--- src/cpu_params.svh ---
`ifndef CPU_PARAMS_SVH
`define CPU_PARAMS_SVH

// Data, address and instruction width
`define WORD_SIZE 16

// Architectural registers
`define NUM_REGS 4

// First fetch address after reset
`define RESET_PC 16'h0000

`endif

--- src/cpu_pkg.sv ---
`include "cpu_params.svh"

package cpu_pkg;

	typedef logic [`WORD_SIZE-1:0] word_t;
	typedef logic [$clog2(`NUM_REGS)-1:0] reg_idx_t;

	// Opcode field, bits 15:12
	typedef enum logic [3:0] {
		OP_BNE   = 4'd0,
		OP_BEQ   = 4'd1,
		OP_BGZ   = 4'd2,
		OP_BLZ   = 4'd3,
		OP_ADI   = 4'd4,
		OP_ORI   = 4'd5,
		OP_LHI   = 4'd6,
		OP_LWD   = 4'd7,
		OP_SWD   = 4'd8,
		OP_JMP   = 4'd9,
		OP_JAL   = 4'd10,
		OP_RTYPE = 4'd15
	} opcode_t;

	// Function field of opcode 15
	typedef enum logic [5:0] {
		FN_ADD = 6'd0,
		FN_SUB = 6'd1,
		FN_AND = 6'd2,
		FN_ORR = 6'd3,
		FN_NOT = 6'd4,
		FN_TCP = 6'd5,
		FN_SHL = 6'd6,
		FN_SHR = 6'd7,
		FN_JPR = 6'd25,
		FN_JRL = 6'd26,
		FN_WWD = 6'd28,
		FN_HLT = 6'd29
	} func_t;

	typedef enum logic [3:0] {
		ALU_ADD,
		ALU_SUB,
		ALU_AND,
		ALU_OR,
		ALU_NOT,
		ALU_TCP,
		ALU_SHL,
		ALU_SHR,
		ALU_ORZ,
		ALU_LHI,
		ALU_PASS_B
	} alu_op_t;

	typedef enum logic [2:0] {
		S_FETCH,
		S_DECODE,
		S_EXECUTE,
		S_MEMORY,
		S_WRITEBACK,
		S_HALTED
	} cpu_state_t;

	typedef enum logic [1:0] {SRC_B_REG, SRC_B_IMM, SRC_B_ONE} alu_src_b_t;
	typedef enum logic [1:0] {PC_SEL_ALU, PC_SEL_JUMP, PC_SEL_REG} pc_sel_t;
	typedef enum logic [1:0] {WB_ALU, WB_MEM, WB_PC} wb_sel_t;
	typedef enum logic [1:0] {DEST_RT, DEST_RD, DEST_R2} wb_dest_t;

	typedef struct packed {
		logic  psel;
		logic  penable;
		logic  pwrite;
		word_t paddr;
		word_t pwdata;
	} apb_req_t;

	typedef struct packed {
		word_t prdata;
		logic  pready;
	} apb_rsp_t;

	typedef struct packed {
		logic       ir_write;
		logic       operand_latch;
		logic       alu_src_pc;
		alu_src_b_t alu_src_b;
		alu_op_t    alu_op;
		logic       alu_latch;
		logic       pc_write;
		logic       pc_cond_write;
		pc_sel_t    pc_sel;
		logic       mem_req;
		logic       mem_write;
		logic       mem_from_alu;
		logic       reg_write;
		wb_sel_t    wb_sel;
		wb_dest_t   wb_dest;
		logic       wwd_write;
	} ctrl_t;

endpackage

--- src/apb_mem_port.sv ---
module apb_mem_port (
	input  logic              clk,
	input  logic              arst_n,
	input  logic              mem_req,
	input  logic              mem_write,
	input  cpu_pkg::word_t    addr,
	input  cpu_pkg::word_t    wdata,
	output cpu_pkg::word_t    rdata,
	output logic              mem_done,
	output cpu_pkg::apb_req_t apb_req,
	input  cpu_pkg::apb_rsp_t apb_rsp
);
	import cpu_pkg::*;

	typedef enum logic [1:0] {PORT_IDLE, PORT_SETUP, PORT_ACCESS} port_state_t;

	port_state_t state;
	word_t addr_q;
	word_t wdata_q;
	logic write_q;
	word_t rdata_q;

	assign mem_done = (state == PORT_ACCESS) && apb_rsp.pready;

	// Read data passes through on completion and is held afterwards
	assign rdata = mem_done ? apb_rsp.prdata : rdata_q;

	always_ff @(posedge clk or negedge arst_n) begin
		if (!arst_n) begin
			state <= PORT_IDLE;
		end else begin
			case (state)
				PORT_IDLE:   if (mem_req) state <= PORT_SETUP;
				PORT_SETUP:  state <= PORT_ACCESS;
				// Back-to-back transfer when the next request is already waiting
				PORT_ACCESS: if (apb_rsp.pready) state <= mem_req ? PORT_SETUP : PORT_IDLE;
				default:     state <= PORT_IDLE;
			endcase
		end
	end

	// Request captured at the end of setup and held through access
	always_ff @(posedge clk) begin
		if (state == PORT_SETUP) begin
			addr_q  <= addr;
			wdata_q <= wdata;
			write_q <= mem_write;
		end
		if (mem_done) begin
			rdata_q <= apb_rsp.prdata;
		end
	end

	always_comb begin
		apb_req.psel    = (state != PORT_IDLE);
		apb_req.penable = (state == PORT_ACCESS);
		apb_req.paddr   = (state == PORT_ACCESS) ? addr_q : addr;
		apb_req.pwrite  = (state == PORT_ACCESS) ? write_q : mem_write;
		apb_req.pwdata  = (state == PORT_ACCESS) ? wdata_q : wdata;
	end

	assert property (@(posedge clk) disable iff (!arst_n)
		(apb_req.penable && !apb_rsp.pready) |=>
			($stable(apb_req.paddr) && $stable(apb_req.pwrite)));

	assert property (@(posedge clk) disable iff (!arst_n)
		apb_req.penable |-> apb_req.psel);

endmodule

--- src/register_file.sv ---
`include "cpu_params.svh"

module register_file (
	input  logic              clk,
	input  logic              arst_n,
	input  cpu_pkg::reg_idx_t read1,
	input  cpu_pkg::reg_idx_t read2,
	input  cpu_pkg::reg_idx_t write_idx,
	input  logic              write_en,
	input  cpu_pkg::word_t    write_data,
	output cpu_pkg::word_t    read_out1,
	output cpu_pkg::word_t    read_out2
);
	import cpu_pkg::*;

	word_t regs [`NUM_REGS];

	always_ff @(posedge clk or negedge arst_n) begin
		if (!arst_n) begin
			for (int i = 0; i < `NUM_REGS; i++) begin
				regs[i] <= '0;
			end
		end else if (write_en) begin
			regs[write_idx] <= write_data;
		end
	end

	assign read_out1 = regs[read1];
	assign read_out2 = regs[read2];

endmodule

--- src/alu.sv ---
module alu (
	input  cpu_pkg::word_t   a,
	input  cpu_pkg::word_t   b,
	input  cpu_pkg::alu_op_t op,
	input  cpu_pkg::opcode_t branch_op,
	output cpu_pkg::word_t   result,
	output logic             bcond
);
	import cpu_pkg::*;

	always_comb begin
		case (op)
			ALU_ADD:    result = a + b;
			ALU_SUB:    result = a - b;
			ALU_AND:    result = a & b;
			ALU_OR:     result = a | b;
			ALU_NOT:    result = ~a;
			ALU_TCP:    result = ~a + 1'b1;
			ALU_SHL:    result = a << 1;
			// Arithmetic shift keeps the sign bit
			ALU_SHR:    result = {a[15], a[15:1]};
			ALU_ORZ:    result = a | {8'h00, b[7:0]};
			ALU_LHI:    result = {b[7:0], 8'h00};
			ALU_PASS_B: result = b;
			default:    result = b;
		endcase
	end

	// Signed tests for BGZ and BLZ
	always_comb begin
		case (branch_op)
			OP_BNE:  bcond = (a != b);
			OP_BEQ:  bcond = (a == b);
			OP_BGZ:  bcond = !a[15] && (a != '0);
			OP_BLZ:  bcond = a[15];
			default: bcond = 1'b0;
		endcase
	end

endmodule

--- src/decode_stage.sv ---
module decode_stage (
	input  logic           clk,
	input  logic           arst_n,
	input  cpu_pkg::ctrl_t ctrl,
	input  cpu_pkg::word_t mem_rdata,
	input  cpu_pkg::word_t alu_out,
	input  cpu_pkg::word_t pc,
	output cpu_pkg::word_t inst,
	output cpu_pkg::word_t rs_val,
	output cpu_pkg::word_t rt_val,
	output cpu_pkg::word_t imm_ext
);
	import cpu_pkg::*;

	opcode_t opcode;
	word_t read_rs;
	word_t read_rt;
	word_t wb_data;
	reg_idx_t wb_idx;

	assign opcode = opcode_t'(inst[15:12]);

	always_ff @(posedge clk) begin
		if (ctrl.ir_write) begin
			inst <= mem_rdata;
		end
		if (ctrl.operand_latch) begin
			rs_val <= read_rs;
			rt_val <= read_rt;
		end
	end

	// ORI and LHI take the byte as is
	always_comb begin
		case (opcode)
			OP_ORI, OP_LHI: imm_ext = {8'h00, inst[7:0]};
			default:        imm_ext = {{8{inst[7]}}, inst[7:0]};
		endcase
	end

	always_comb begin
		case (ctrl.wb_dest)
			DEST_RT: wb_idx = inst[9:8];
			DEST_R2: wb_idx = 2'd2;
			default: wb_idx = inst[7:6];
		endcase
		case (ctrl.wb_sel)
			WB_MEM:  wb_data = mem_rdata;
			// Return address, PC was advanced in decode
			WB_PC:   wb_data = pc;
			default: wb_data = alu_out;
		endcase
	end

	register_file u_regs (
		.clk        (clk),
		.arst_n     (arst_n),
		.read1      (inst[11:10]),
		.read2      (inst[9:8]),
		.write_idx  (wb_idx),
		.write_en   (ctrl.reg_write),
		.write_data (wb_data),
		.read_out1  (read_rs),
		.read_out2  (read_rt)
	);

endmodule

--- src/execute_stage.sv ---
`include "cpu_params.svh"

module execute_stage (
	input  logic           clk,
	input  logic           arst_n,
	input  cpu_pkg::ctrl_t ctrl,
	input  cpu_pkg::word_t inst,
	input  cpu_pkg::word_t rs_val,
	input  cpu_pkg::word_t rt_val,
	input  cpu_pkg::word_t imm_ext,
	output cpu_pkg::word_t pc,
	output cpu_pkg::word_t alu_out,
	output cpu_pkg::word_t output_port,
	output logic           bcond
);
	import cpu_pkg::*;

	opcode_t opcode;
	word_t alu_a;
	word_t alu_b;
	word_t alu_result;
	word_t next_pc;

	assign opcode = opcode_t'(inst[15:12]);
	assign alu_a = ctrl.alu_src_pc ? pc : rs_val;

	always_comb begin
		case (ctrl.alu_src_b)
			SRC_B_IMM: alu_b = imm_ext;
			SRC_B_ONE: alu_b = word_t'(1);
			default:   alu_b = rt_val;
		endcase
		case (ctrl.pc_sel)
			PC_SEL_JUMP: next_pc = {pc[15:12], inst[11:0]};
			PC_SEL_REG:  next_pc = rs_val;
			default:     next_pc = alu_result;
		endcase
	end

	// Main datapath, also forms PC+1 and branch targets
	alu u_alu (
		.a         (alu_a),
		.b         (alu_b),
		.op        (ctrl.alu_op),
		.branch_op (opcode),
		.result    (alu_result),
		.bcond     ()
	);

	// Compares rs and rt while the main ALU adds the offset
	alu u_branch_cmp (
		.a         (rs_val),
		.b         (rt_val),
		.op        (ALU_SUB),
		.branch_op (opcode),
		.result    (),
		.bcond     (bcond)
	);

	always_ff @(posedge clk or negedge arst_n) begin
		if (!arst_n) begin
			pc          <= `RESET_PC;
			output_port <= '0;
		end else begin
			if (ctrl.pc_write || (ctrl.pc_cond_write && bcond)) begin
				pc <= next_pc;
			end
			if (ctrl.wwd_write) begin
				output_port <= rs_val;
			end
		end
	end

	always_ff @(posedge clk) begin
		if (ctrl.alu_latch) begin
			alu_out <= alu_result;
		end
	end

endmodule

--- src/control_fsm.sv ---
module control_fsm (
	input  logic           clk,
	input  logic           arst_n,
	input  cpu_pkg::word_t inst,
	input  logic           mem_done,
	input  logic           bcond,
	output cpu_pkg::ctrl_t ctrl,
	output cpu_pkg::word_t num_inst,
	output logic           is_halted
);
	import cpu_pkg::*;

	cpu_state_t state;
	cpu_state_t next_state;
	opcode_t opcode;
	func_t func;
	logic is_rtype;
	logic is_mem;
	logic writes_back;
	logic inst_done;

	assign opcode = opcode_t'(inst[15:12]);
	assign func = func_t'(inst[5:0]);
	assign is_rtype = (opcode == OP_RTYPE);
	assign is_mem = opcode inside {OP_LWD, OP_SWD};
	assign writes_back = (opcode inside {OP_ADI, OP_ORI, OP_LHI}) || (is_rtype &&
		(func inside {FN_ADD, FN_SUB, FN_AND, FN_ORR, FN_NOT, FN_TCP, FN_SHL, FN_SHR}));

	always_comb begin
		next_state = state;
		case (state)
			S_FETCH:     if (mem_done) next_state = S_DECODE;
			S_DECODE:    next_state = (is_rtype && func == FN_HLT) ? S_HALTED : S_EXECUTE;
			S_EXECUTE: begin
				if (is_mem) begin
					next_state = S_MEMORY;
				end else if (writes_back) begin
					next_state = S_WRITEBACK;
				end else begin
					next_state = S_FETCH;
				end
			end
			S_MEMORY: begin
				if (mem_done) begin
					next_state = (opcode == OP_LWD) ? S_WRITEBACK : S_FETCH;
				end
			end
			S_WRITEBACK: next_state = S_FETCH;
			default:     next_state = S_HALTED;
		endcase
	end

	always_comb begin
		ctrl = '0;
		ctrl.alu_src_b = SRC_B_REG;
		ctrl.alu_op = ALU_PASS_B;
		ctrl.pc_sel = PC_SEL_ALU;
		ctrl.wb_sel = WB_ALU;
		ctrl.wb_dest = DEST_RD;
		// Requested one cycle ahead so the APB setup phase opens the access
		ctrl.mem_req = (next_state == S_FETCH) || (next_state == S_MEMORY);
		case (state)
			S_FETCH: ctrl.ir_write = mem_done;
			S_DECODE: begin
				ctrl.operand_latch = 1'b1;
				ctrl.alu_src_pc = 1'b1;
				ctrl.alu_src_b = SRC_B_ONE;
				ctrl.alu_op = ALU_ADD;
				ctrl.pc_write = 1'b1;
			end
			S_EXECUTE: begin
				ctrl.alu_latch = writes_back || is_mem;
				case (opcode)
					OP_RTYPE: begin
						case (func)
							FN_ADD: ctrl.alu_op = ALU_ADD;
							FN_SUB: ctrl.alu_op = ALU_SUB;
							FN_AND: ctrl.alu_op = ALU_AND;
							FN_ORR: ctrl.alu_op = ALU_OR;
							FN_NOT: ctrl.alu_op = ALU_NOT;
							FN_TCP: ctrl.alu_op = ALU_TCP;
							FN_SHL: ctrl.alu_op = ALU_SHL;
							FN_SHR: ctrl.alu_op = ALU_SHR;
							FN_WWD: ctrl.wwd_write = 1'b1;
							FN_JPR, FN_JRL: begin
								ctrl.pc_write = 1'b1;
								ctrl.pc_sel = PC_SEL_REG;
								ctrl.reg_write = (func == FN_JRL);
								ctrl.wb_sel = WB_PC;
								ctrl.wb_dest = DEST_R2;
							end
							default: ;
						endcase
					end
					OP_ADI, OP_LWD, OP_SWD: begin
						ctrl.alu_src_b = SRC_B_IMM;
						ctrl.alu_op = ALU_ADD;
					end
					OP_ORI: begin
						ctrl.alu_src_b = SRC_B_IMM;
						ctrl.alu_op = ALU_ORZ;
					end
					OP_LHI: begin
						ctrl.alu_src_b = SRC_B_IMM;
						ctrl.alu_op = ALU_LHI;
					end
					OP_BNE, OP_BEQ, OP_BGZ, OP_BLZ: begin
						ctrl.alu_src_pc = 1'b1;
						ctrl.alu_src_b = SRC_B_IMM;
						ctrl.alu_op = ALU_ADD;
						ctrl.pc_cond_write = 1'b1;
					end
					// Return address written while PC still holds PC+1
					OP_JMP, OP_JAL: begin
						ctrl.pc_write = 1'b1;
						ctrl.pc_sel = PC_SEL_JUMP;
						ctrl.reg_write = (opcode == OP_JAL);
						ctrl.wb_sel = WB_PC;
						ctrl.wb_dest = DEST_R2;
					end
					default: ;
				endcase
			end
			S_MEMORY: begin
				ctrl.mem_from_alu = 1'b1;
				ctrl.mem_write = (opcode == OP_SWD);
			end
			S_WRITEBACK: begin
				ctrl.reg_write = 1'b1;
				ctrl.wb_sel = (opcode == OP_LWD) ? WB_MEM : WB_ALU;
				ctrl.wb_dest = is_rtype ? DEST_RD : DEST_RT;
			end
			default: ;
		endcase
	end

	// Last cycle of an instruction including HLT
	assign inst_done = ((state != S_FETCH) && (next_state == S_FETCH)) ||
		((state == S_DECODE) && (next_state == S_HALTED));

	always_ff @(posedge clk or negedge arst_n) begin
		if (!arst_n) begin
			state    <= S_FETCH;
			num_inst <= '0;
		end else begin
			state <= next_state;
			if (inst_done) begin
				num_inst <= num_inst + 1'b1;
			end
		end
	end

	assign is_halted = (state == S_HALTED);

	assert property (@(posedge clk) disable iff (!arst_n)
		ctrl.ir_write |-> (state == S_FETCH && mem_done));

endmodule

--- src/cpu.sv ---
module cpu (
	input  logic              clk,
	input  logic              arst_n,
	output cpu_pkg::apb_req_t apb_req,
	input  cpu_pkg::apb_rsp_t apb_rsp,
	output cpu_pkg::word_t    num_inst,
	output cpu_pkg::word_t    output_port,
	output logic              is_halted
);
	import cpu_pkg::*;

	ctrl_t ctrl;
	word_t inst;
	word_t rs_val;
	word_t rt_val;
	word_t imm_ext;
	word_t pc;
	word_t alu_out;
	word_t mem_rdata;
	word_t mem_addr;
	logic mem_done;
	logic bcond;

	// Data accesses use the computed address, fetches use PC
	assign mem_addr = ctrl.mem_from_alu ? alu_out : pc;

	control_fsm u_ctrl (
		.clk       (clk),
		.arst_n    (arst_n),
		.inst      (inst),
		.mem_done  (mem_done),
		.bcond     (bcond),
		.ctrl      (ctrl),
		.num_inst  (num_inst),
		.is_halted (is_halted)
	);

	apb_mem_port u_mem (
		.clk       (clk),
		.arst_n    (arst_n),
		.mem_req   (ctrl.mem_req),
		.mem_write (ctrl.mem_write),
		.addr      (mem_addr),
		.wdata     (rt_val),
		.rdata     (mem_rdata),
		.mem_done  (mem_done),
		.apb_req   (apb_req),
		.apb_rsp   (apb_rsp)
	);

	decode_stage u_decode (
		.clk       (clk),
		.arst_n    (arst_n),
		.ctrl      (ctrl),
		.mem_rdata (mem_rdata),
		.alu_out   (alu_out),
		.pc        (pc),
		.inst      (inst),
		.rs_val    (rs_val),
		.rt_val    (rt_val),
		.imm_ext   (imm_ext)
	);

	execute_stage u_execute (
		.clk         (clk),
		.arst_n      (arst_n),
		.ctrl        (ctrl),
		.inst        (inst),
		.rs_val      (rs_val),
		.rt_val      (rt_val),
		.imm_ext     (imm_ext),
		.pc          (pc),
		.alu_out     (alu_out),
		.output_port (output_port),
		.bcond       (bcond)
	);

endmodule

--- config.mk ---
export PLATFORM = sky130hd
export DESIGN_NAME = cpu
export DESIGN_NICKNAME = d
export VERILOG_FILES = /design/src/cpu_pkg.sv /design/src/apb_mem_port.sv /design/src/register_file.sv /design/src/alu.sv /design/src/decode_stage.sv /design/src/execute_stage.sv /design/src/control_fsm.sv /design/src/cpu.sv
export VERILOG_INCLUDE_DIRS = /design/src
export SDC_FILE = /design/constraint.sdc
export NUM_CORES = 1
export LEC_CHECK = 0
export BUFFER_PORTS_ARGS = -buffer_cell sky130_fd_sc_hd__buf_2
export CAP_MARGIN = 0
export CORE_UTILIZATION = 50
export CTS_BUF_LIST = sky130_fd_sc_hd__clkbuf_16
export DETAILED_ROUTE_END_ITERATION = 8
export GPL_TIMING_DRIVEN = 0
export PLACE_DENSITY = 0.69
export SYNTH_ARGS = -nofsm -noshare
export SYNTH_HDL_FRONTEND = slang
export SYNTH_SLANG_ARGS = --single-unit
--- constraint.sdc ---
create_clock -name clk -period 4.8 [get_ports clk]
set_clock_uncertainty 0.1 [all_clocks]
set_input_delay 1.44 -clock clk [delete_from_list [all_inputs] [get_ports clk]]
set_output_delay 1.44 -clock clk [all_outputs]
set_load 0.005 [all_outputs]
==> flow_metrics.env, run 1 <==
export IMPL_firstDrtPassIters=6
export IMPL_status="finished clean"
export IMPL_start_util_pct=51.6
export IMPL_multi_input_area_um2=7440
export IMPL_num_rows=59
export IMPL_endpoint_kind="register"
export IMPL_min_period_over_period_pct=98.4
export IMPL_cts_hold_buf=0
export IMPL_fin_util_pct=61.9
export IMPL_cts_buffers=23
export IMPL_synthCells=1231
export IMPL_area_delta_synth_final_pct=20.1
export IMPL_overflow=0
export IMPL_instances_no_fill=1754
export IMPL_powerDensity_nw_per_um2=241
export IMPL_switching_share_pct=20.0
export IMPL_r2r_start="u_decode.inst[15]"
export IMPL_seqPwrFrac_pct=51.7
export IMPL_drv_slew=0
export IMPL_p_int_mw=3.15
export IMPL_r2r_end="u_execute.alu_out[13]"
export IMPL_hp_class="register to register"
export IMPL_share_comb_of_total_power_pct=0.8
export IMPL_reg2reg_depth=16
export IMPL_synth_ff_type="dfrtp_1"
export IMPL_ys_ff_latch=230
export IMPL_drv_cap=0
export IMPL_antenna_found_initial=0
export IMPL_drtIter0Drc=1069
export IMPL_synth_nets=1277
export IMPL_insertion_delay_ns=0.51
export IMPL_p_sw_mw=0.788
export IMPL_min_period_ns=4.72
export IMPL_dp_hpwl_mm=31.2
export IMPL_seqCellArea_um2=6160
export IMPL_final_cell_mix="mux2_2, nand2_1, dfrtp_1, edfxtp_1, buf_2"
export IMPL_vias=11200
export IMPL_placed_area_um2=14500
export IMPL_clockBufferDepth=3
export IMPL_drive_gt1_share_pct=33.3
export IMPL_antenna_left=0
export IMPL_endpoint="u_execute.alu_out[13]"
export IMPL_io_pins=87
export IMPL_ys_types=83
export IMPL_rsz0062_at_grt="true"
export IMPL_place_congestion=1.01
export IMPL_num_nets_final=1448
export IMPL_worst_pin_slew_ns=1.41
export IMPL_relSlewSlack_pct=5.52
export IMPL_syn_area_per_cell_um2=11.0
export IMPL_yosys_warnings=0
export IMPL_yosysSeqAreaShare_pct=45.3
export IMPL_h_tree_depth=1
export IMPL_grt_usage_pct=31.2
export IMPL_power_share_clock_pct=47.5
export IMPL_n_antenna_cell=0
export IMPL_crit_path_start="u_decode.inst[15]"
export IMPL_ir_drop_v=0.000348
export IMPL_die_x_um=167
export IMPL_grt_max_degree=95
export IMPL_cts_num_sinks=230
export IMPL_routedWlPerCell_um=24.9
export IMPL_synthArstFlopShare_pct=50.9
export IMPL_clk_pin_slew_ns=0.07
export IMPL_vias_per_cell=6.40
export IMPL_first_global_vias=10900
export IMPL_clockRootBuffer="clkbuf_16"
export IMPL_fmax_mhz=212
export IMPL_final_hold_viol_count=0
export IMPL_p_leak_nw=6.53
export IMPL_fin_setup_tns_ns=0
export IMPL_setup_viol=0
export IMPL_wirelength_mm=43.6
export IMPL_layout_commonest_cell="mux2_2"
export IMPL_num_fill_cells=2119
export IMPL_core_area_um2=26400
export IMPL_tritoncts="built"
export IMPL_rrSetupSlack_ns=0.08
export IMPL_worstSetupPathType="register to register"
export IMPL_synth_area_um2=13600
export IMPL_crit_required_ns=4.96
export IMPL_worst_setup_path_start_kind="register"
export IMPL_grt_pass1_wl_mm=66.1
export IMPL_die_area_um2=27800
export IMPL_drc_errors=0
export IMPL_synth_edf_count=97
export IMPL_path_max_fanout=10
export IMPL_finalInstanceArea_um2=16300
export IMPL_placed_cells=1655
export IMPL_die_y_um=167
export IMPL_worstPathArrival_ns=4.89
export IMPL_io_buffers=86
export IMPL_fin_hold_ws_ns=0.383
[synth_stat cells, types with 16 or more instances]
cell,number,area (um^2)
nand2_1,123,462
mux4_2,32,721
inv_1,32,120
xnor2_1,52,455
edfxtp_1,97,2910
ha_1,26,325
nor2_1,69,259
xor2_1,21,184
dfxtp_1,16,320
clkbuf_1,45,169
mux2i_1,22,220
mux2_2,137,1540
nor3_1,26,130
a21oi_1,52,260
o21ai_0,59,295
a22oi_1,22,165
dfrtp_1,117,2930
nand4_1,16,100
nand3_1,21,105
[routing by layer]
layer,GRT usage [%],vias up,routed length (um)
met2,49.8,561,20200
met3,3.30,105,3500
met1,44.1,5581,18200
met5,0,-,0
met4,11.6,0,1700
li1,-,4970,-
[sequential cells by signal (all words and copies together) (netlist names), 3 cells and up]
signal,flops
u_decode.u_regs.regs,64
u_ctrl.num_inst,16
u_decode.inst,16
u_decode.rs_val,16
u_decode.rt_val,16
u_execute.alu_out,16
u_execute.output_port,16
u_execute.pc,16
u_mem.addr_q,16
u_mem.rdata_q,16
u_mem.wdata_q,16
u_ctrl.state,3
[power groups by stage]
stage	combinational [mW]	clock [mW]	sequential (mW)
after floorplan	0.000131	0	2.08
after global placement	0.0282	0	2.08
after detailed placement	0.0320	0	2.08
after CTS	0.0322	1.89	2.04
after global routing	0.0350	1.97	2.03
final	0.0302	1.87	2.04
[stage by stage]
step	power [mW]	setup slack, ns
3_5_place_dp	2.11	-1.24
4_1_cts	3.96	-0.0124
2_1_floorplan	2.08	0.00892
5_1_grt	4.04	-0.0694
3_3_place_gp	2.10	-1.15
6_report	3.94	0.0775
[area by class of cell]
class	count	area share [%]
Tap cell	335	2.57
Clock inverter	17	1.03
Buffer	64	2.34
Clock buffer	25	3.83
Timing Repair Buffer	150	6.06
Inverter	34	0.782
Multi-Input combinational cell	899	45.6
Sequential cell	230	37.8
[cell families after synthesis]
kind of cell | synth area share (%)
xor+xnor | 4.71
flops | 45.3
simple gates | 12.2
fa+ha+maj | 2.69
compound gates | 13.3
buf+inv | 3.32
mux | 18.4
[worst min path at each step]
stage,startpoint,endpoint,cells after the start
3_3_place_gp,u_ctrl.num_inst[15],u_ctrl.num_inst[15],1
4_1_cts,u_ctrl.num_inst[15],u_ctrl.num_inst[15],1
6_report,u_ctrl.num_inst[15],u_ctrl.num_inst[15],1
2_1_floorplan,u_mem.rdata_q[0],u_mem.rdata_q[0],1
5_1_grt,u_ctrl.num_inst[11],u_ctrl.num_inst[11],1
3_5_place_dp,u_ctrl.num_inst[15],u_ctrl.num_inst[15],1
[worst max-delay path: stages, from the launching register on]
cell and delay, ns:
edfxtp_1 0.42, buf_4 0.20, or4b_4 0.52, a21oi_2 0.16
buf_6 0.16, buf_8 0.15, mux2i_1 0.46, inv_1 0.17
ha_1 0.32, or3_1 0.42, o32ai_4 0.28, o21ai_2 0.14
buf_4 0.15, a31oi_1 0.21, xor2_1 0.23, o221ai_2 0.18
and2_1 0.21
[what timing repair did]
item / CTS / global route
resized for setup: 63 / 51
pin swaps: 28 / 28
endpoints found under the hold margin: 0 / 0
buffers inserted: 35 / 25
endpoints found under the setup margin: 34 / 26
Note: power is estimated with default switching activity, not from simulation.
==> run 2, diff against run 1 <==
- PLACE_DENSITY: 0.69 -> 0.67
- clock period: 4.8 -> 5.4 ns (I/O delays scaled with it)
==> flow_metrics.env, run 2 (same netlist as run 1, synthesis figures left out) <==
export IMPL_power_share_clock_pct=48.6
export IMPL_drc_errors=0
export IMPL_min_period_over_period_pct=95.3
export IMPL_placed_area_um2=14500
export IMPL_endpoint_kind="register"
export IMPL_worst_setup_path_start_kind="register"
export IMPL_clockRootBuffer="clkbuf_16"
export IMPL_share_comb_of_total_power_pct=0.7
export IMPL_p_int_mw=2.83
export IMPL_path_max_fanout=10
export IMPL_grt_pass1_wl_mm=65.9
export IMPL_relSlewSlack_pct=4.34
export IMPL_fmax_mhz=194
export IMPL_die_x_um=167
export IMPL_worstPathArrival_ns=5.30
export IMPL_p_leak_nw=6.18
export IMPL_io_buffers=86
export IMPL_powerDensity_nw_per_um2=228
export IMPL_r2r_end="u_execute.alu_out[15]"
export IMPL_antenna_found_initial=0
export IMPL_drtIter0Drc=1124
export IMPL_clockBufferDepth=3
export IMPL_die_y_um=167
export IMPL_drv_cap=0
export IMPL_final_hold_viol_count=0
export IMPL_insertion_delay_ns=0.54
export IMPL_start_util_pct=51.6
export IMPL_tritoncts="built"
export IMPL_setup_viol=0
export IMPL_n_antenna_cell=0
export IMPL_r2r_start="u_decode.inst[4]"
export IMPL_grt_usage_pct=31.1
export IMPL_antenna_left=0
export IMPL_routedWlPerCell_um=25.2
export IMPL_worstSetupPathType="register to register"
export IMPL_cts_buffers=24
export IMPL_reg2reg_depth=17
export IMPL_num_rows=59
export IMPL_worst_slack_ns=0.253
export IMPL_core_area_um2=26400
export IMPL_clk_pin_slew_ns=0.07
export IMPL_finalPower_mw=3.57
export IMPL_rrSetupSlack_ns=0.25
export IMPL_drive_gt1_share_pct=28.1
export IMPL_num_fill_cells=2182
export IMPL_largest_register="u_decode.u_regs.regs"
export IMPL_vias_per_cell=6.43
export IMPL_seqPwrFrac_pct=50.7
export IMPL_ir_drop_v=0.000274
export IMPL_place_congestion=0.984
export IMPL_vias=11000
export IMPL_status="finished clean"
export IMPL_first_global_vias=10600
export IMPL_wirelength_mm=43.1
export IMPL_final_cell_mix="mux2_2, nand2_1, dfrtp_1, edfxtp_1, buf_2"
export IMPL_area_delta_synth_final_pct=15.2
export IMPL_grt_max_degree=93
export IMPL_post_place_ws_ns=-1.16
export IMPL_dp_hpwl_mm=31.8
export IMPL_min_from="u_ctrl.num_inst[15]"
export IMPL_h_tree_depth=1
export IMPL_hp_class="register to register"
export IMPL_num_nets_final=1402
export IMPL_min_period_ns=5.15
export IMPL_holdPathEnd="u_ctrl.num_inst[15]"
export IMPL_finalInstanceArea_um2=15600
export IMPL_drv_slew=0
export IMPL_whs_path_depth=1
export IMPL_cts_num_sinks=230
export IMPL_crit_required_ns=5.55
export IMPL_overflow=0
export IMPL_worst_pin_slew_ns=1.42
export IMPL_cts_hold_buf=0
export IMPL_layout_commonest_cell="mux2_2"
export IMPL_die_area_um2=27800
export IMPL_switching_share_pct=20.7
export IMPL_largest_reg_flops=64
export IMPL_p_sw_mw=0.740
export IMPL_firstDrtPassIters=5
export IMPL_io_pins=87
run 2: cell type report:
| class | count | area [um^2] | area share (%) |
|---|---|---|---|
| clock buffer | 24 | 601 | 3.84 |
| clock inverter | 20 | 231 | 1.48 |
| buffer | 67 | 342 | 2.18 |
| multi-input combinational | 899 | 7150 | 45.7 |
| timing repair buffer | 100 | 609 | 3.89 |
| inverter | 34 | 128 | 0.816 |
| tap | 335 | 419 | 2.68 |
| sequential | 230 | 6160 | 39.4 |
run 2: routing by layer:
layer / GRT usage (%) / share of wire (%) / up-vias
li1: - / - / 4870
met1: 43.8 / 43 / 5547
met2: 49.6 / 46 / 486
met3: 4.30 / 7.7 / 85
met4: 10.3 / 3.6 / 0
met5: 0 / 0 / -
run 2: timing repair:
action,in CTS,in global routing
gates resized for setup,21,28
pin swaps,3,10
setup endpoints to repair,21,23
buffers inserted,3,7
run 2: through the flow:
step | hold WS [ns] | setup TNS, ns | instances | utilization, %
floorplan | 0.362 | 0 | 1231 | -
global placement | 0.353 | -12.24 | 1652 | 54.8
detailed placement | 0.369 | -13.41 | 1655 | 55.1
CTS | 0.381 | 0 | 1702 | 58.7
global route | 0.396 | -0.0591 | 1709 | 59.4
finish | 0.379 | 0 | 1709 | 59.4
run 2: critical path, cell delays in order, from the launching register on:
cell	delay, ns
edfxtp_1	0.61
nor4_4	0.41
o221ai_2	0.25
and2_0	0.22
clkbuf_1	0.21
nor3_4	0.37
clkbuf_4	0.30
nor2_1	0.08
xnor2_1	0.13
ha_1	0.27
or3_1	0.41
o32ai_4	0.34
o21ai_2	0.15
nor4_2	0.23
o21bai_1	0.13
xor2_1	0.17
a221oi_2	0.38
a21oi_1	0.12
run 2: worst max-delay path by stage:
stage | from | end | slack (ns) | cells past startpoint
final | u_decode.inst[4] | u_execute.alu_out[15] | 0.25 | 17
after global routing | u_decode.inst[4] | u_execute.alu_out[14] | -0.06 | 17
after CTS | u_ctrl.state[0] | u_execute.pc[11] | 0.03 | 21
after detailed placement | u_ctrl.state[1] | u_execute.alu_out[15] | -1.16 | 20
after global placement | u_ctrl.state[1] | u_execute.alu_out[15] | -1.08 | 20
after floorplan | u_ctrl.state[0] | u_execute.pc[11] | 0.30 | 20
run 2: power groups by stage:
stage               Sequential, mW  Combinational [mW]  Clock [mW]
finish                        1.81              0.0267        1.74
detailed placement            1.84              0.0283           0
CTS                           1.81              0.0285        1.75
global placement              1.84              0.0254           0
floorplan                     1.84            0.000117           0
global route                  1.81              0.0314        1.82
==> run 3, diff against run 2 <==
--- a/config.mk
+++ b/config.mk
@@ -9,9 +9,10 @@
 export BUFFER_PORTS_ARGS = -buffer_cell sky130_fd_sc_hd__buf_2
 export CAP_MARGIN = 0
-export CORE_UTILIZATION = 50
+export CORE_MARGIN = 2
+export CORE_UTILIZATION = 60
 export CTS_BUF_LIST = sky130_fd_sc_hd__clkbuf_16
 export DETAILED_ROUTE_END_ITERATION = 8
 export GPL_TIMING_DRIVEN = 0
-export PLACE_DENSITY = 0.67
+export PLACE_DENSITY = 0.78
 export SYNTH_ARGS = -nofsm -noshare
 export SYNTH_HDL_FRONTEND = slang
==> constraint.sdc (replaced) <==
create_clock -name clk -period 5.4 [get_ports clk]
set_clock_uncertainty 0.1 [all_clocks]
set_input_delay 0.27 -clock clk [delete_from_list [all_inputs] [get_ports clk]]
set_output_delay 0.27 -clock clk [all_outputs]
set_load 0.005 [all_outputs]
==> flow_metrics.env, run 3 (same netlist as run 1, synthesis figures left out) <==
export IMPL_status="finished clean"
export IMPL_drc_errors=0
export IMPL_worst_setup_path_start_kind="register"
export IMPL_clk_pin_slew_ns=0.06
export IMPL_vias_per_cell=6.78
export IMPL_r2r_start="u_decode.inst[3]"
export IMPL_drv_cap=0
export IMPL_cts_buffers=24
export IMPL_firstDrtPassIters=6
export IMPL_ir_drop_v=0.000292
export IMPL_core_area_um2=22400
export IMPL_endpoint_kind="register"
export IMPL_final_hold_viol_count=0
export IMPL_min_from="apb_rsp[0]"
export IMPL_largest_reg_flops=64
export IMPL_overflow=0
export IMPL_routedWlPerCell_um=26.3
export IMPL_finalInstanceArea_um2=15700
export IMPL_hp_class="primary input to register"
export IMPL_min_period_ns=5.20
export IMPL_path_max_fanout=10
export IMPL_drtIter0Drc=1386
export IMPL_whs_path_depth=3
export IMPL_wirelength_mm=44.1
export IMPL_io_buffers=86
export IMPL_clockBufferDepth=3
export IMPL_final_cell_mix="mux2_2, nand2_1, dfrtp_1, edfxtp_1, buf_2"
export IMPL_placed_area_um2=14500
export IMPL_holdPathEnd="u_mem.state[1]"
export IMPL_grt_usage_pct=36.6
export IMPL_num_nets_final=1416
export IMPL_n_antenna_cell=0
export IMPL_die_area_um2=23900
export IMPL_place_congestion=1.04
export IMPL_io_pins=87
export IMPL_setup_viol=0
export IMPL_p_leak_nw=6.24
export IMPL_reg2reg_depth=17
export IMPL_min_period_over_period_pct=96.3
export IMPL_cp_top_family="compound AO/OA/AOI/OAI gates"
export IMPL_die_y_um=154
export IMPL_start_util_pct=60.6
export IMPL_drive_gt1_share_pct=27.2
export IMPL_placed_cells=1605
export IMPL_worstPathArrival_ns=5.51
export IMPL_area_delta_synth_final_pct=15.7
export IMPL_path_buf_inv=2
export IMPL_cts_num_sinks=230
export IMPL_rrSetupSlack_ns=0.20
export IMPL_antenna_found_initial=0
export IMPL_crit_chain="nor4_2 -> o221ai_2 -> and2_0 -> clkbuf_1 -> nor3_4 -> clkbuf_2 -> nor2_1 -> xnor2_1 -> ha_1 -> or3_1 -> o32ai_4 -> o21ai_2 -> xor2_1 -> a221oi_1 -> o211ai_1 -> a21boi_0 -> o31a_1"
export IMPL_die_x_um=154
export IMPL_drv_slew=0
export IMPL_worst_pin_slew_ns=1.40
export IMPL_relSlewSlack_pct=6.02
export IMPL_dp_hpwl_mm=31.5
export IMPL_layout_commonest_cell="mux2_2"
export IMPL_antenna_left=0
export IMPL_powerDensity_nw_per_um2=228
export IMPL_worstSetupPathType="register to register"
export IMPL_grt_max_degree=96
export IMPL_crit_required_ns=5.71
export IMPL_largest_register="u_decode.u_regs.regs"
export IMPL_r2r_end="u_execute.pc[11]"
export IMPL_grt_pass1_wl_mm=66.3
export IMPL_insertion_delay_ns=0.52
export IMPL_num_rows=55
export IMPL_instances_no_fill=1673
export IMPL_crit_slowest_cell="edfxtp_1"
export IMPL_h_tree_depth=1
export IMPL_first_global_vias=11300
export IMPL_vias=11300
export IMPL_fmax_mhz=192
export IMPL_tritoncts="built"
export IMPL_cpPeakStageDelay_ns=0.58
export IMPL_clockRootBuffer="clkbuf_16"
## run 3: cell type report
class | instances | area, um^2
Fill cell | 1607 | 6720
Sequential cell | 230 | 6160
Multi-Input combinational cell | 899 | 7160
Clock inverter | 19 | 200
Clock buffer | 25 | 626
Buffer | 67 | 340
Inverter | 34 | 128
Timing Repair Buffer | 114 | 742
Tap cell | 285 | 357
## run 3: worst max path at each step
stage | endpoint | slack [ns] | from | depth (start not counted)
3_5_place_dp | u_execute.alu_out[15] | -1.10 | u_ctrl.state[1] | 20
4_1_cts | u_execute.alu_out[14] | 0.03 | u_decode.inst[3] | 17
3_3_place_gp | u_execute.alu_out[15] | -1.08 | u_ctrl.state[1] | 20
6_report | u_execute.pc[11] | 0.20 | u_decode.inst[3] | 17
2_1_floorplan | u_execute.pc[11] | 0.30 | u_ctrl.state[0] | 20
5_1_grt | u_execute.alu_out[14] | -0.003 | u_decode.inst[3] | 17
## run 3: worst register-to-register path: stages (launching register included)
cell and delay, ns:
edfxtp_1 0.58, nor4_2 0.42, o221ai_2 0.24, and2_0 0.21, clkbuf_1 0.20, nor3_4 0.39, clkbuf_2 0.34, nor2_1 0.10
xnor2_1 0.15, ha_1 0.26, or3_1 0.40, o32ai_4 0.34, o21ai_2 0.14, xor2_1 0.17, a221oi_1 0.25, o211ai_1 0.17
a21boi_0 0.24, o31a_1 0.36
## run 3: per-layer routing
layer	routed length, um	track usage, %	vias up
met2	20300	57.7	732
met4	2130	16.2	0
met1	17100	50.1	5561
met3	4620	6.89	135
met5	0	0	-
li1	-	-	4914
## run 3: repair_timing
action / 4_1_cts / 5_1_grt
buffers inserted: 2 / 5
endpoints found under the setup margin: 21 / 15
pin swaps: 2 / 7
gates resized for setup: 23 / 23
endpoints found under the hold margin: 133 / 0
cloned: 0 / 0
hold buffers: 17 / 0
## run 3: where the power goes
part           internal (mW)  switching [mW]  total (mW)
sequential              1.81               0        1.81
clock                   1.04           0.708        1.74
combinational         0.0152          0.0220      0.0372
## run 3: through the flow
step | hold slack [ns] | TNS (ns) | util, % | setup slack (ns) | power (mW)
2_1_floorplan | -0.126 | 0 | - | 0.301 | 1.85
3_3_place_gp | 0.358 | -12.18 | 64.1 | -1.08 | 1.87
3_5_place_dp | 0.0484 | -13.19 | 64.4 | -1.10 | 1.87
4_1_cts | 0.0159 | 0 | 69.4 | 0.0262 | 3.59
5_1_grt | 0.0488 | -0.00645 | 70.1 | -0.00326 | 3.66
6_report | 0.0236 | 0 | 70.1 | 0.198 | 3.59
